==> config.mk <==
export PLATFORM = sky130hd
export DESIGN_NAME = csr_unit
export DESIGN_NICKNAME = d
export VERILOG_FILES = /design/src/csr_pkg.sv /design/src/csr_unit.sv /design/src/csr_machine.sv /design/src/csr_counters.sv
export VERILOG_INCLUDE_DIRS = /design/src
export SDC_FILE = /design/constraint.sdc
export NUM_CORES = 1
export LEC_CHECK = 0
export BUFFER_PORTS_ARGS = -buffer_cell sky130_fd_sc_hd__buf_2
export CAP_MARGIN = 20
export CORE_MARGIN = 3
export CORE_UTILIZATION = 40
export CTS_BUF_LIST = sky130_fd_sc_hd__clkbuf_8 sky130_fd_sc_hd__clkbuf_16
export CTS_CLUSTER_DIAMETER = 40
export DETAILED_ROUTE_END_ITERATION = 7
export GPL_ROUTABILITY_DRIVEN = 0
export SETUP_SLACK_MARGIN = 0.2
export SLEW_MARGIN = 10
export SYNTH_ARGS = -nofsm -noshare
export SYNTH_HDL_FRONTEND = slang
export SYNTH_SLANG_ARGS = --single-unit
export TNS_END_PERCENT = 100
==> constraint.sdc <==
create_clock -name i_clk -period 2.9 [get_ports i_clk]
set_input_delay 0.29 -clock i_clk [delete_from_list [all_inputs] [get_ports i_clk]]
set_output_delay 0.29 -clock i_clk [all_outputs]
set_load 0.1 [all_outputs]
==> src/csr_defines.svh <==
`ifndef CSR_DEFINES_SVH
`define CSR_DEFINES_SVH

// width of an instruction address whose bit 0 is never stored
`define CSR_IADDR_BITS 32

// machine level indices
`define CSR_IDX_MSTATUS  12'h300
`define CSR_IDX_MISA     12'h301
`define CSR_IDX_MTVEC    12'h305
`define CSR_IDX_MSCRATCH 12'h340
`define CSR_IDX_MEPC     12'h341
`define CSR_IDX_MCAUSE   12'h342

// user level read-only counters
`define CSR_IDX_CYCLE    12'hC00
`define CSR_IDX_INSTRET  12'hC02
`define CSR_IDX_CYCLEH   12'hC80
`define CSR_IDX_INSTRETH 12'hC82

`define CSR_CAUSE_BREAKPOINT 32'd3

// MXL=1 for rv32 with extensions I and C
`define CSR_MISA_VALUE 32'h4000_0104

`endif
==> src/csr_pkg.sv <==
`include "csr_defines.svh"

package csr_pkg;

    // operation carried by a registered csr request
    typedef enum logic [1:0]
    {
        CSR_OP_NONE  = 2'd0,
        CSR_OP_WRITE = 2'd1,
        CSR_OP_SET   = 2'd2,
        CSR_OP_CLEAR = 2'd3
    } csr_op_e;

    // request as seen by the banks, one cycle after the strobe
    typedef struct packed
    {
        csr_op_e     op;
        logic [11:0] idx;
        logic [31:0] wdata; // already resolved imm vs register
    } csr_req_t;

    // trap entry information registered with the request
    typedef struct packed
    {
        logic                        ebreak;
        logic [`CSR_IADDR_BITS-1:1]  pc; // address of the next instr
    } trap_req_t;

endpackage

==> src/csr_unit.sv <==
`timescale 1ns/1ps

`include "csr_defines.svh"

module csr_unit
#(
    parameter bit HAS_COUNTERS = 1'b1
)
(
    input  logic                        i_clk,
    input  logic                        i_reset,
    input  logic [31:0]                 i_reg_data,
    input  logic [11:0]                 i_idx,
    input  logic [4:0]                  i_imm,
    input  logic                        i_imm_sel,
    input  logic                        i_write,
    input  logic                        i_set,
    input  logic                        i_clear,
    input  logic                        i_read,
    input  logic                        i_masked,
    input  logic                        i_ebreak,
    input  logic                        i_instr_issued,
    input  logic [`CSR_IADDR_BITS-1:1]  i_pc_next,
    output logic [31:0]                 o_data,
    output logic                        o_read,
    output logic                        o_csr_to_trap,
    output logic [`CSR_IADDR_BITS-1:1]  o_trap_pc,
    output logic [`CSR_IADDR_BITS-1:1]  o_ret_addr
);

    csr_pkg::csr_op_e   op_next;
    logic [31:0]        wdata_next;
    csr_pkg::csr_req_t  req_q;
    csr_pkg::trap_req_t trap_q;
    logic               read_q;

    logic [1:0]  idx_cat;
    logic        machine_sel;
    logic [31:0] rdata_user;
    logic [31:0] rdata_machine;

    // write > set > clear
    always_comb
    begin
        if (i_masked)
        begin
            op_next = csr_pkg::CSR_OP_NONE;
        end
        else if (i_write)
        begin
            op_next = csr_pkg::CSR_OP_WRITE;
        end
        else if (i_set)
        begin
            op_next = csr_pkg::CSR_OP_SET;
        end
        else if (i_clear)
        begin
            op_next = csr_pkg::CSR_OP_CLEAR;
        end
        else
        begin
            op_next = csr_pkg::CSR_OP_NONE;
        end
    end

    assign wdata_next = i_imm_sel ? {27'd0, i_imm} : i_reg_data;

    always_ff @(posedge i_clk)
    begin
        if (i_reset)
        begin
            req_q.op      <= csr_pkg::CSR_OP_NONE;
            read_q        <= 1'b0;
            trap_q.ebreak <= 1'b0;
        end
        else
        begin
            req_q.op      <= op_next;
            read_q        <= i_read && !i_masked;
            trap_q.ebreak <= i_ebreak;
        end
        req_q.idx   <= i_idx;
        req_q.wdata <= wdata_next;
        trap_q.pc   <= i_pc_next;
    end

    assign idx_cat     = req_q.idx[9:8];
    assign machine_sel = (idx_cat == 2'b11);

    generate
        if (HAS_COUNTERS)
        begin : g_counters
            csr_counters u_counters
            (
                .i_clk          (i_clk),
                .i_reset        (i_reset),
                .i_idx          (req_q.idx[7:0]),
                .i_instr_issued (i_instr_issued),
                .o_data         (rdata_user)
            );
        end
        else
        begin : g_no_counters
            assign rdata_user = '0;
        end
    endgenerate

    csr_machine u_machine
    (
        .i_clk      (i_clk),
        .i_reset    (i_reset),
        .i_sel      (machine_sel),
        .i_req      (req_q),
        .i_trap     (trap_q),
        .o_data     (rdata_machine),
        .o_trap_pc  (o_trap_pc),
        .o_ret_addr (o_ret_addr)
    );

    always_comb
    begin
        case (idx_cat)
            2'b00:
            begin
                o_data = rdata_user;
            end
            2'b11:
            begin
                o_data = rdata_machine;
            end
            default:
            begin
                o_data = '0; // supervisor, hypervisor
            end
        endcase
    end

    assign o_read        = read_q;
    assign o_csr_to_trap = i_ebreak; // same-cycle trap request

endmodule

==> src/csr_machine.sv <==
`timescale 1ns/1ps

`include "csr_defines.svh"

module csr_machine
#(
    parameter bit HAS_COMPRESSED = 1'b1
)
(
    input  logic                        i_clk,
    input  logic                        i_reset,
    input  logic                        i_sel,
    input  csr_pkg::csr_req_t           i_req,
    input  csr_pkg::trap_req_t          i_trap,
    output logic [31:0]                 o_data,
    output logic [`CSR_IADDR_BITS-1:1]  o_trap_pc,
    output logic [`CSR_IADDR_BITS-1:1]  o_ret_addr
);

    localparam int MSTATUS_MIE  = 3;
    localparam int MSTATUS_MPIE = 7;

    localparam logic [31:0] MSTATUS_WMASK = (32'd1 << MSTATUS_MIE) | (32'd1 << MSTATUS_MPIE);

    // without C, addresses are 4-byte aligned
    localparam logic [31:0] PC_MASK = HAS_COMPRESSED ? 32'hFFFF_FFFE : 32'hFFFF_FFFC;

    logic [31:0] mstatus;
    logic [31:0] mtvec;
    logic [31:0] mscratch;
    logic [31:0] mepc;
    logic [31:0] mcause;

    logic        wr_en;
    logic [31:0] trap_pc_ext;

    function automatic logic [31:0] rmw
    (
        input csr_pkg::csr_op_e op,
        input logic [31:0]      old_value,
        input logic [31:0]      wdata
    );
        logic [31:0] result;
        case (op)
            csr_pkg::CSR_OP_WRITE:
            begin
                result = wdata;
            end
            csr_pkg::CSR_OP_SET:
            begin
                result = old_value | wdata;
            end
            csr_pkg::CSR_OP_CLEAR:
            begin
                result = old_value & ~wdata;
            end
            default:
            begin
                result = old_value;
            end
        endcase
        return result;
    endfunction

    assign wr_en       = i_sel && (i_req.op != csr_pkg::CSR_OP_NONE);
    assign trap_pc_ext = 32'({i_trap.pc, 1'b0});

    // trap capture wins over a csr write to the same register
    always_ff @(posedge i_clk)
    begin
        if (i_reset)
        begin
            mstatus <= '0;
            mepc    <= '0;
            mcause  <= '0;
        end
        else if (i_trap.ebreak)
        begin
            mstatus[MSTATUS_MPIE] <= mstatus[MSTATUS_MIE]; // push ie stack
            mstatus[MSTATUS_MIE]  <= 1'b0;
            mepc                  <= trap_pc_ext & PC_MASK;
            mcause                <= `CSR_CAUSE_BREAKPOINT;
        end
        else if (wr_en)
        begin
            case (i_req.idx)
                `CSR_IDX_MSTATUS:
                begin
                    mstatus <= rmw(i_req.op, mstatus, i_req.wdata) & MSTATUS_WMASK;
                end
                `CSR_IDX_MEPC:
                begin
                    mepc <= rmw(i_req.op, mepc, i_req.wdata) & PC_MASK;
                end
                `CSR_IDX_MCAUSE:
                begin
                    mcause <= rmw(i_req.op, mcause, i_req.wdata);
                end
                default:
                begin
                    mstatus <= mstatus;
                end
            endcase
        end
    end

    always_ff @(posedge i_clk)
    begin
        if (i_reset)
        begin
            mtvec    <= '0;
            mscratch <= '0;
        end
        else if (wr_en)
        begin
            if (i_req.idx == `CSR_IDX_MTVEC)
            begin
                mtvec <= rmw(i_req.op, mtvec, i_req.wdata) & PC_MASK; // direct mode only
            end
            if (i_req.idx == `CSR_IDX_MSCRATCH)
            begin
                mscratch <= rmw(i_req.op, mscratch, i_req.wdata);
            end
        end
    end

    always_comb
    begin
        case (i_req.idx)
            `CSR_IDX_MSTATUS:
            begin
                o_data = mstatus;
            end
            `CSR_IDX_MISA:
            begin
                o_data = `CSR_MISA_VALUE; // writes ignored
            end
            `CSR_IDX_MTVEC:
            begin
                o_data = mtvec;
            end
            `CSR_IDX_MSCRATCH:
            begin
                o_data = mscratch;
            end
            `CSR_IDX_MEPC:
            begin
                o_data = mepc;
            end
            `CSR_IDX_MCAUSE:
            begin
                o_data = mcause;
            end
            default:
            begin
                o_data = '0;
            end
        endcase
    end

    assign o_trap_pc  = mtvec[`CSR_IADDR_BITS-1:1];
    assign o_ret_addr = mepc[`CSR_IADDR_BITS-1:1]; // for a later mret

endmodule

==> src/csr_counters.sv <==
`timescale 1ns/1ps

`include "csr_defines.svh"

module csr_counters
(
    input  logic        i_clk,
    input  logic        i_reset,
    input  logic [7:0]  i_idx,
    input  logic        i_instr_issued,
    output logic [31:0] o_data
);

    // only the low byte reaches this bank
    localparam logic [11:0] IDX_CYCLE    = `CSR_IDX_CYCLE;
    localparam logic [11:0] IDX_INSTRET  = `CSR_IDX_INSTRET;
    localparam logic [11:0] IDX_CYCLEH   = `CSR_IDX_CYCLEH;
    localparam logic [11:0] IDX_INSTRETH = `CSR_IDX_INSTRETH;

    logic [63:0] cycle_cnt;
    logic [63:0] instret_cnt;

    always_ff @(posedge i_clk)
    begin
        if (i_reset)
        begin
            cycle_cnt <= '0;
        end
        else
        begin
            cycle_cnt <= cycle_cnt + 64'd1; // free running
        end
    end

    always_ff @(posedge i_clk)
    begin
        if (i_reset)
        begin
            instret_cnt <= '0;
        end
        else if (i_instr_issued)
        begin
            instret_cnt <= instret_cnt + 64'd1;
        end
    end

    always_comb
    begin
        case (i_idx)
            IDX_CYCLE[7:0]:
            begin
                o_data = cycle_cnt[31:0];
            end
            IDX_INSTRET[7:0]:
            begin
                o_data = instret_cnt[31:0];
            end
            IDX_CYCLEH[7:0]:
            begin
                o_data = cycle_cnt[63:32];
            end
            IDX_INSTRETH[7:0]:
            begin
                o_data = instret_cnt[63:32];
            end
            default:
            begin
                o_data = '0; // hpm and unknown
            end
        endcase
    end

endmodule

==> summary.md, run 1 <==
| Metric | Value |
|---|---|
| Outcome | finished, violations left |
| Violated checks | negative setup slack |
| Mapped Area | 15800 um2 |
| Worst flop-to-flop path startpoint | req_q[39]$_DFF_P_ |
| Worst hold path endpoint | req_q[44]$_SDFF_PP0_ |
| Fin crit period | 2930 ps |
| CTS tree | built |
| Max incr delay on CP | 380 ps |
| Pre-Repair DR Iteration Count | 6 |
| CP most frequent cell | buf_12 |
| # port buffers | 185 |
| Core area | 38800 um2 |
| Cell breakdown of the critical path | nor3_4 > buf_4 > and3_4 > buf_12 > a32oi_1 > a21o_1 > o21ai_2 > buf_12 |
| Comb power frac | 6.5% |
| Top-count cell post-synth | dfxtp_1 |
| Final setup margin | -31.8 ps |
| GR peak layer | met2 |
| Synth unique cells | 67 |
| Critical path class | flip-flop to primary output |
| Overall Global Routing Usage | 28.5% |
| DIE HEIGHT | 205 um |
| Drt drc | 0 |
| Global route overflow | 0 |
| Slew HR | 42.3% |
| Fill cell count | 3321 |
| H-tree depth | 2 |
| Clk sinks | 335 |
| Reg2reg end | u_machine.mepc[23]$_SDFFE_PP0P_ |
| Worst hold slack | 35.1 ps |
| Starting Density | 40.6% |
| Post-synth top cells | dfxtp_1, a21oi_1, nand2_1 |
| Total power | 12.1 mW |
| WP buf/inv | 3 |
| Post-synth top flop | dfxtp_1 |
| Global Route met1 Usage | 39.0% |
| DP HPWL | 40.0 mm |
| DRT Wirelength | 61.7 mm |
| Syn avg cell area | 8.37 um2 |
| Post-Synth Simple-Gate Area | 23.3% |
| Switching power | 3.10 mW |
| Crit path DAT | 2640 ps |
| Final net count | 2277 |
| IO Count | 186 |
| Post-Syn Instances | 1886 |
| CP Data Required Time | 2610 ps |
| Via-to-Cell Ratio | 6.04 |
| Static Leak | 7.64 nW |
| Fin. Hold Viols | 0 |
| Count of pins over their slew limit | 0 |
| Worst reg2reg path depth | 11 |
| TritonCTS Buffers | 52 |
| Cell accounting for the most synthesized area | dfxtp_1 |
| DRT antenna net count | 0 |
| Min-delay src | i_set |
| Adder-cell share of the synthesized area | 0.317% |
| Vias in the first global route | 15701 |
| Initial antenna violation count | 0 |
| Setup TNS | -38.9 ps |
| Post-synthesis net count | 1980 |
| Clock buffer depth | 3 |
| Sw frac | 25.6% |
| Number of synthesized flops with an enable pin | 0 |
| Worst path slowest cell | dfxtp_2 |
| Slew @ Worst Pin | 865 ps |
| Peak supply drop | 419 uV |
| Site Rows | 72 |
| Setup slack, reg-to-reg | 260 ps |
| Footprint of the multi-input gates | 9320 um2 |
| Post-route insts no fill | 2743 |
| Share of cells above drive strength 1 | 25.3% |
| Area delta synth->final | 39.9% |
| Clk slew on worst S/H paths | 60 ps |
| Clock latency on the worst-skew pair | 600 ps |
| Power share of the sequential group | 39.8% |
| Met2 GRT Util | 44.1% |
| Pwr Density | 548 nW/um2 |
| Clk network pwr share | 53.7% |
| Post-layout util | 56.9% |
| Family with the most delay on the worst path | simple AND/OR/NAND/NOR gates |
| Die W | 205 um |
| Max Cap Viol | 0 |
| Iter 0 DRT Violations | 1864 |
| YS warnings | 0 |
| Startpoint types | flip-flop |
| Crit share post-route | 101% |
| Synth top area cells | dfxtp_1, a21oi_1, o21ai_0 |
| GR Layer Usage met3 | 5.36% |
| Antenna cells | 0 |
| Avg WL per Cell | 22.5 um |
| Post-synthesis mux area share | 6.09% |
| Via Count | 16573 |
| Seq cells post-synth | 335 |
| Total stage count of the critical path | 8 |
| Compound-Gate Fraction of Synth Area | 20.0% |
| Max frequency | 341 MHz |
| RSZ-0062 raised after global routing | true |
| Ys async rst share | 0% |
| Synth Area in XOR/XNOR | 3.88% |
| Worst Skew | 20.4 ps |
| Post-synth top area share | 42.5% |
| CTS Root Cell | clkbuf_16 |
| Cell-internal power | 8.99 mW |
| Wire length of the first global-routing pass | 93.5 mm |
| Post-placement cell count | 2529 |
| Register area share after synthesis | 42.5% |
| Die area | 41900 um2 |
| Largest net degree at the start of global routing | 68 |
| FF/Latch Area | 6730 um2 |
| Final setup fails | 3 |
| Largest family of logic cells by synthesized area | simple AND/OR/NAND/NOR gates |
| CP Max Fanout | 5 |
| Nature of the critical path endpoint | primary output |
| Worst Hold Depth | 4 |
| Worst min path class | input pin to flip-flop |
metal layers:
metal / wire length (um) / share of wire (%) / up-vias
li1: - / - / 7531
met1: 26100 / 42 / 7985
met2: 27100 / 44 / 898
met3: 5870 / 9.5 / 159
met4: 2610 / 4.2 / 0
met5: 0 / 0 / -
power groups by stage:
stage	Clock (mW)	Combinational, mW	Sequential, mW
after global routing	6.78	0.821	4.82
after global placement	0	0.637	4.90
final	6.50	0.781	4.82
after floorplan	0	0.309	5.01
after CTS	6.56	0.759	4.81
after detailed placement	0	0.641	4.90
flip-flops by register name, indices dropped and copies added (netlist names):
signal and count:
g_counters.u_counters.cycle_cnt 64, g_counters.u_counters.instret_cnt 64, req_q 44, trap_q 32, u_machine.mcause 32, u_machine.mscratch 32
u_machine.mepc 31, u_machine.mtvec 31, idx_cat 2, u_machine.mstatus 2, o_read 1
cells by family (layout without fill, tap and decap cells):
logic type	count (synthesis)	count (layout)
AOI/OAI and AO/OA	534	534
adders and majority gates	4	4
xor gates and xnor gates	70	70
and+or+nand+nor	697	697
buffers and inverters	156	495
muxes	90	90
DFF	335	335
cell usage in the layout, fill, tap and decap left out, types with 63 or more instances in the layout:
master / count
buf_4: 66
a21oi_1: 180
nand2_1: 181
dlygate4sd3_1: 85
nor2b_1: 63
o21ai_0: 159
buf_2: 152
nor2_1: 102
dfxtp_1: 325
area by class of cell:
cell class                      count  area share [%]
Sequential cell                   335            30.5
Timing Repair Buffer              373            15.7
Multi-Input combinational cell   1395            42.2
Inverter                           26           0.442
Tap cell                          518            2.94
Clock buffer                       57            6.21
Clock inverter                     39            2.05
worst max-delay path by stage:
stage	endpoint	from	slack, ps
floorplan	o_data[10]	req_q[32]$_DFF_P_	-30
detailed placement	o_data[29]	req_q[34]$_DFF_P_	230
CTS	o_data[28]	idx_cat[1]$_DFF_P_	-50
finish	o_data[8]	req_q[39]$_DFF_P_	-30
global placement	g_counters.u_counters.instret_cnt[37]$_SDFFE_PP0P_	g_counters.u_counters.instret_cnt[13]$_SDFFE_PP0P_	250
global route	o_data[22]	req_q[39]$_DFF_P_	-80
worst register-to-register path, stage by stage (launching register included):
cell and delay (ps):
dfxtp_2 380, nor3_4 300, buf_4 180, and3_4 330, buf_6 170, clkbuf_16 150, buf_12 110, buf_4 160
nand4b_1 200, buf_12 230, o21ai_0 220, a21oi_1 80
per-stage QoR:
| stage | cell area [um2] | worst slack [ps] |
|---|---|---|
| 3_5_place_dp | 18300 | 225 |
| 4_1_cts | 21700 | -49.2 |
| 5_1_grt | 22100 | -80.2 |
| 2_1_floorplan | 16100 | -27.1 |
| 6_report | 22100 | -31.8 |
| 3_3_place_gp | 18300 | 253 |
repair_timing:
| item | CTS | global route |
|---|---|---|
| hold endpoints to repair | 79 | 0 |
| hold buffers | 85 | 0 |
| gates resized for setup | 88 | 52 |
| pin swaps | 22 | 37 |
| buffers inserted | 17 | 6 |
| cloned | 7 | 3 |
| endpoints found under the setup margin | 32 | 62 |
Power figures use the tool's default switching activity.
==> run 2: changes to the inputs <==
SKIP_CTS_REPAIR_TIMING = 1   (was not set)
clock period = 3.25 ns   (was 2.9 ns; I/O delays follow)
==> run 2 against run 1 <==
  * The flow now finishes without violations
  * Global-route usage is 0.98 points lower
  * Sequential share of layout area is 1.1 points higher
  * Clock skew is 4.3 ps lower
  * Setup slack better by 270 ps
==> summary.md, run 2 (synthesis results as in run 1) <==
| Metric | Value |
|---|---|
| Outcome | finished clean |
| Drt drc | 0 (unchanged) |
| Peak supply drop | 554 uV (+32%) |
| CP Data Required Time | 2920 ps (+310 ps) |
| Iter 0 DRT Violations | 1834 (-1.6%) |
| Starting Density | 40.6% (unchanged) |
| Wire length of the first global-routing pass | 89.8 mm (-3.9%) |
| Via Count | 16301 (-1.6%) |
| Post-layout util | 54.9% (-1.9 points) |
| Final setup fails | 0 (-3) |
| DRT antenna net count | 0 (unchanged) |
| DRT Wirelength | 62.0 mm (+0.59%) |
| Share of cells above drive strength 1 | 23.0% (-2.3 points) |
| CP Max Fanout | 13 (+8) |
| Area delta synth->final | 35.1% |
| RSZ-0062 raised after global routing | true |
| Fill cell count | 3505 (+5.5%) |
| Die W | 205 um (unchanged) |
| Fin. Hold Viols | 0 (unchanged) |
| Pwr Density | 516 nW/um2 (-5.9%) |
| Overall Global Routing Usage | 27.6% (-0.98 points) |
| Pre-Repair DR Iteration Count | 5 (-1) |
| Max frequency | 332 MHz |
| Site Rows | 72 (unchanged) |
| Worst min path class | input pin to flip-flop |
| Crit path DAT | 2690 ps (+50 ps) |
| Initial antenna violation count | 1 (+1) |
| IO Count | 186 (unchanged) |
| Antenna cells | 0 (unchanged) |
| Vias in the first global route | 14907 (-5.1%) |
| Startpoint types | flip-flop |
| Count of pins over their slew limit | 0 (unchanged) |
| Clock buffer depth | 3 (unchanged) |
| Post-route insts no fill | 2706 (-1.3%) |
| Clk sinks | 335 (unchanged) |
| Avg WL per Cell | 22.9 um (+2.0%) |
| Crit share post-route | 92.8% |
| Dpl ws | 50.5 ps (-175 ps) |
| Final setup margin | 234 ps (+266 ps) |
| Global route overflow | 0 (unchanged) |
| Largest net degree at the start of global routing | 107 (+57%) |
| Slew HR | 36.1% (-6.2 points) |
| TritonCTS Buffers | 53 (+1.9%) |
| Via-to-Cell Ratio | 6.02 (-0.30%) |
| Clock latency on the worst-skew pair | 590 ps (about the same) |
| DIE HEIGHT | 205 um (unchanged) |
| CTS Root Cell | clkbuf_16 |
| Clk slew on worst S/H paths | 50 ps (about the same) |
| DP HPWL | 41.8 mm (+4.6%) |
| Post-placement cell count | 2521 (-0.32%) |
| Most frequent cells in the layout | dfxtp_1, a21oi_1, nand2_1 |
| Core area | 38800 um2 (unchanged) |
| Worst Skew | 16.1 ps (-4.35 ps) |
| Fin crit period | 3020 ps |
| Critical path class | flip-flop to primary output |
| CTS tree | built |
| # port buffers | 185 (unchanged) |
| H-tree depth | 2 (unchanged) |
| Most common cell after layout, fill and taps aside | dfxtp_1 |
| Nature of the critical path endpoint | primary output |
| Slew @ Worst Pin | 950 ps (+84.7 ps) |
| Worst hold slack | 3.58 ps (-31.5 ps) |
| Setup TNS | 0 ps (+38.9 ps) |
| Top flop regs | g_counters.u_counters.cycle_cnt (64), g_counters.u_counters.instret_cnt (64), req_q (44) |
| Die area | 41900 um2 (unchanged) |
| Max Cap Viol | 0 (unchanged) |
| Final net count | 2238 (-1.7%) |
| Static Leak | 7.42 nW (-3.0%) |
[run 2: path summary, 6_finish.rpt]
| path | depth (start not counted) | to | from | slack (ps) |
|---|---|---|---|---|
| max | 8 | o_data[30] | req_q[33]$_DFF_P_ | 230 |
| min | 2 | req_q[20]$_SDFF_PP0_ | i_reg_data[20] | 4 |
| max reg2reg | 5 | g_counters.u_counters.instret_cnt[54]$_SDFFE_PP0P_ | g_counters.u_counters.instret_cnt[21]$_SDFFE_PP0P_ | 420 |
| min reg2reg | 2 | u_machine.mscratch[28]$_SDFFE_PP0P_ | u_machine.mscratch[28]$_SDFFE_PP0P_ | 470 |
[run 2: power breakdown]
group	total [mW]	internal [mW]	switching, mW
Clock	6.03	3.91	2.12
Sequential	4.30	4.19	0.107
Combinational	0.668	0.240	0.428
Total	11.0	8.34	2.66
[run 2: cell type report]
type,instances,area (um2),share of cell area [%]
clock buffers,60,1450,6.78
flip-flops and latches,335,6730,31.5
inverters,26,97.6,0.458
clock inverters,39,457,2.14
well taps,518,648,3.04
repair buffers,332,2850,13.4
multi-input cells,1396,9100,42.7
[run 2: critical path, stage by stage (launching register included)]
cell and delay, ps:
dfxtp_4 410, nor4b_4 280, buf_4 190, buf_4 230, a22oi_1 130, a21oi_1 280
a31oi_2 150, o22ai_4 230, buf_12 200
[run 2: metrics by stage]
step                area (um2)  power, mW
floorplan                16100       4.75
global placement         18200       4.94
detailed placement       18200       4.95
CTS                      20100       10.9
global route             21300       11.3
finish                   21300       11.0
[run 2: per-layer routing]
metal / track usage [%] / routed length, um / up-vias
met2: 42.7 / 28000 / 873
met3: 5.69 / 6460 / 152
met1: 37.8 / 25400 / 7824
met4: 10.3 / 2160 / 0
met5: 0 / 0 / -
li1: - / - / 7452
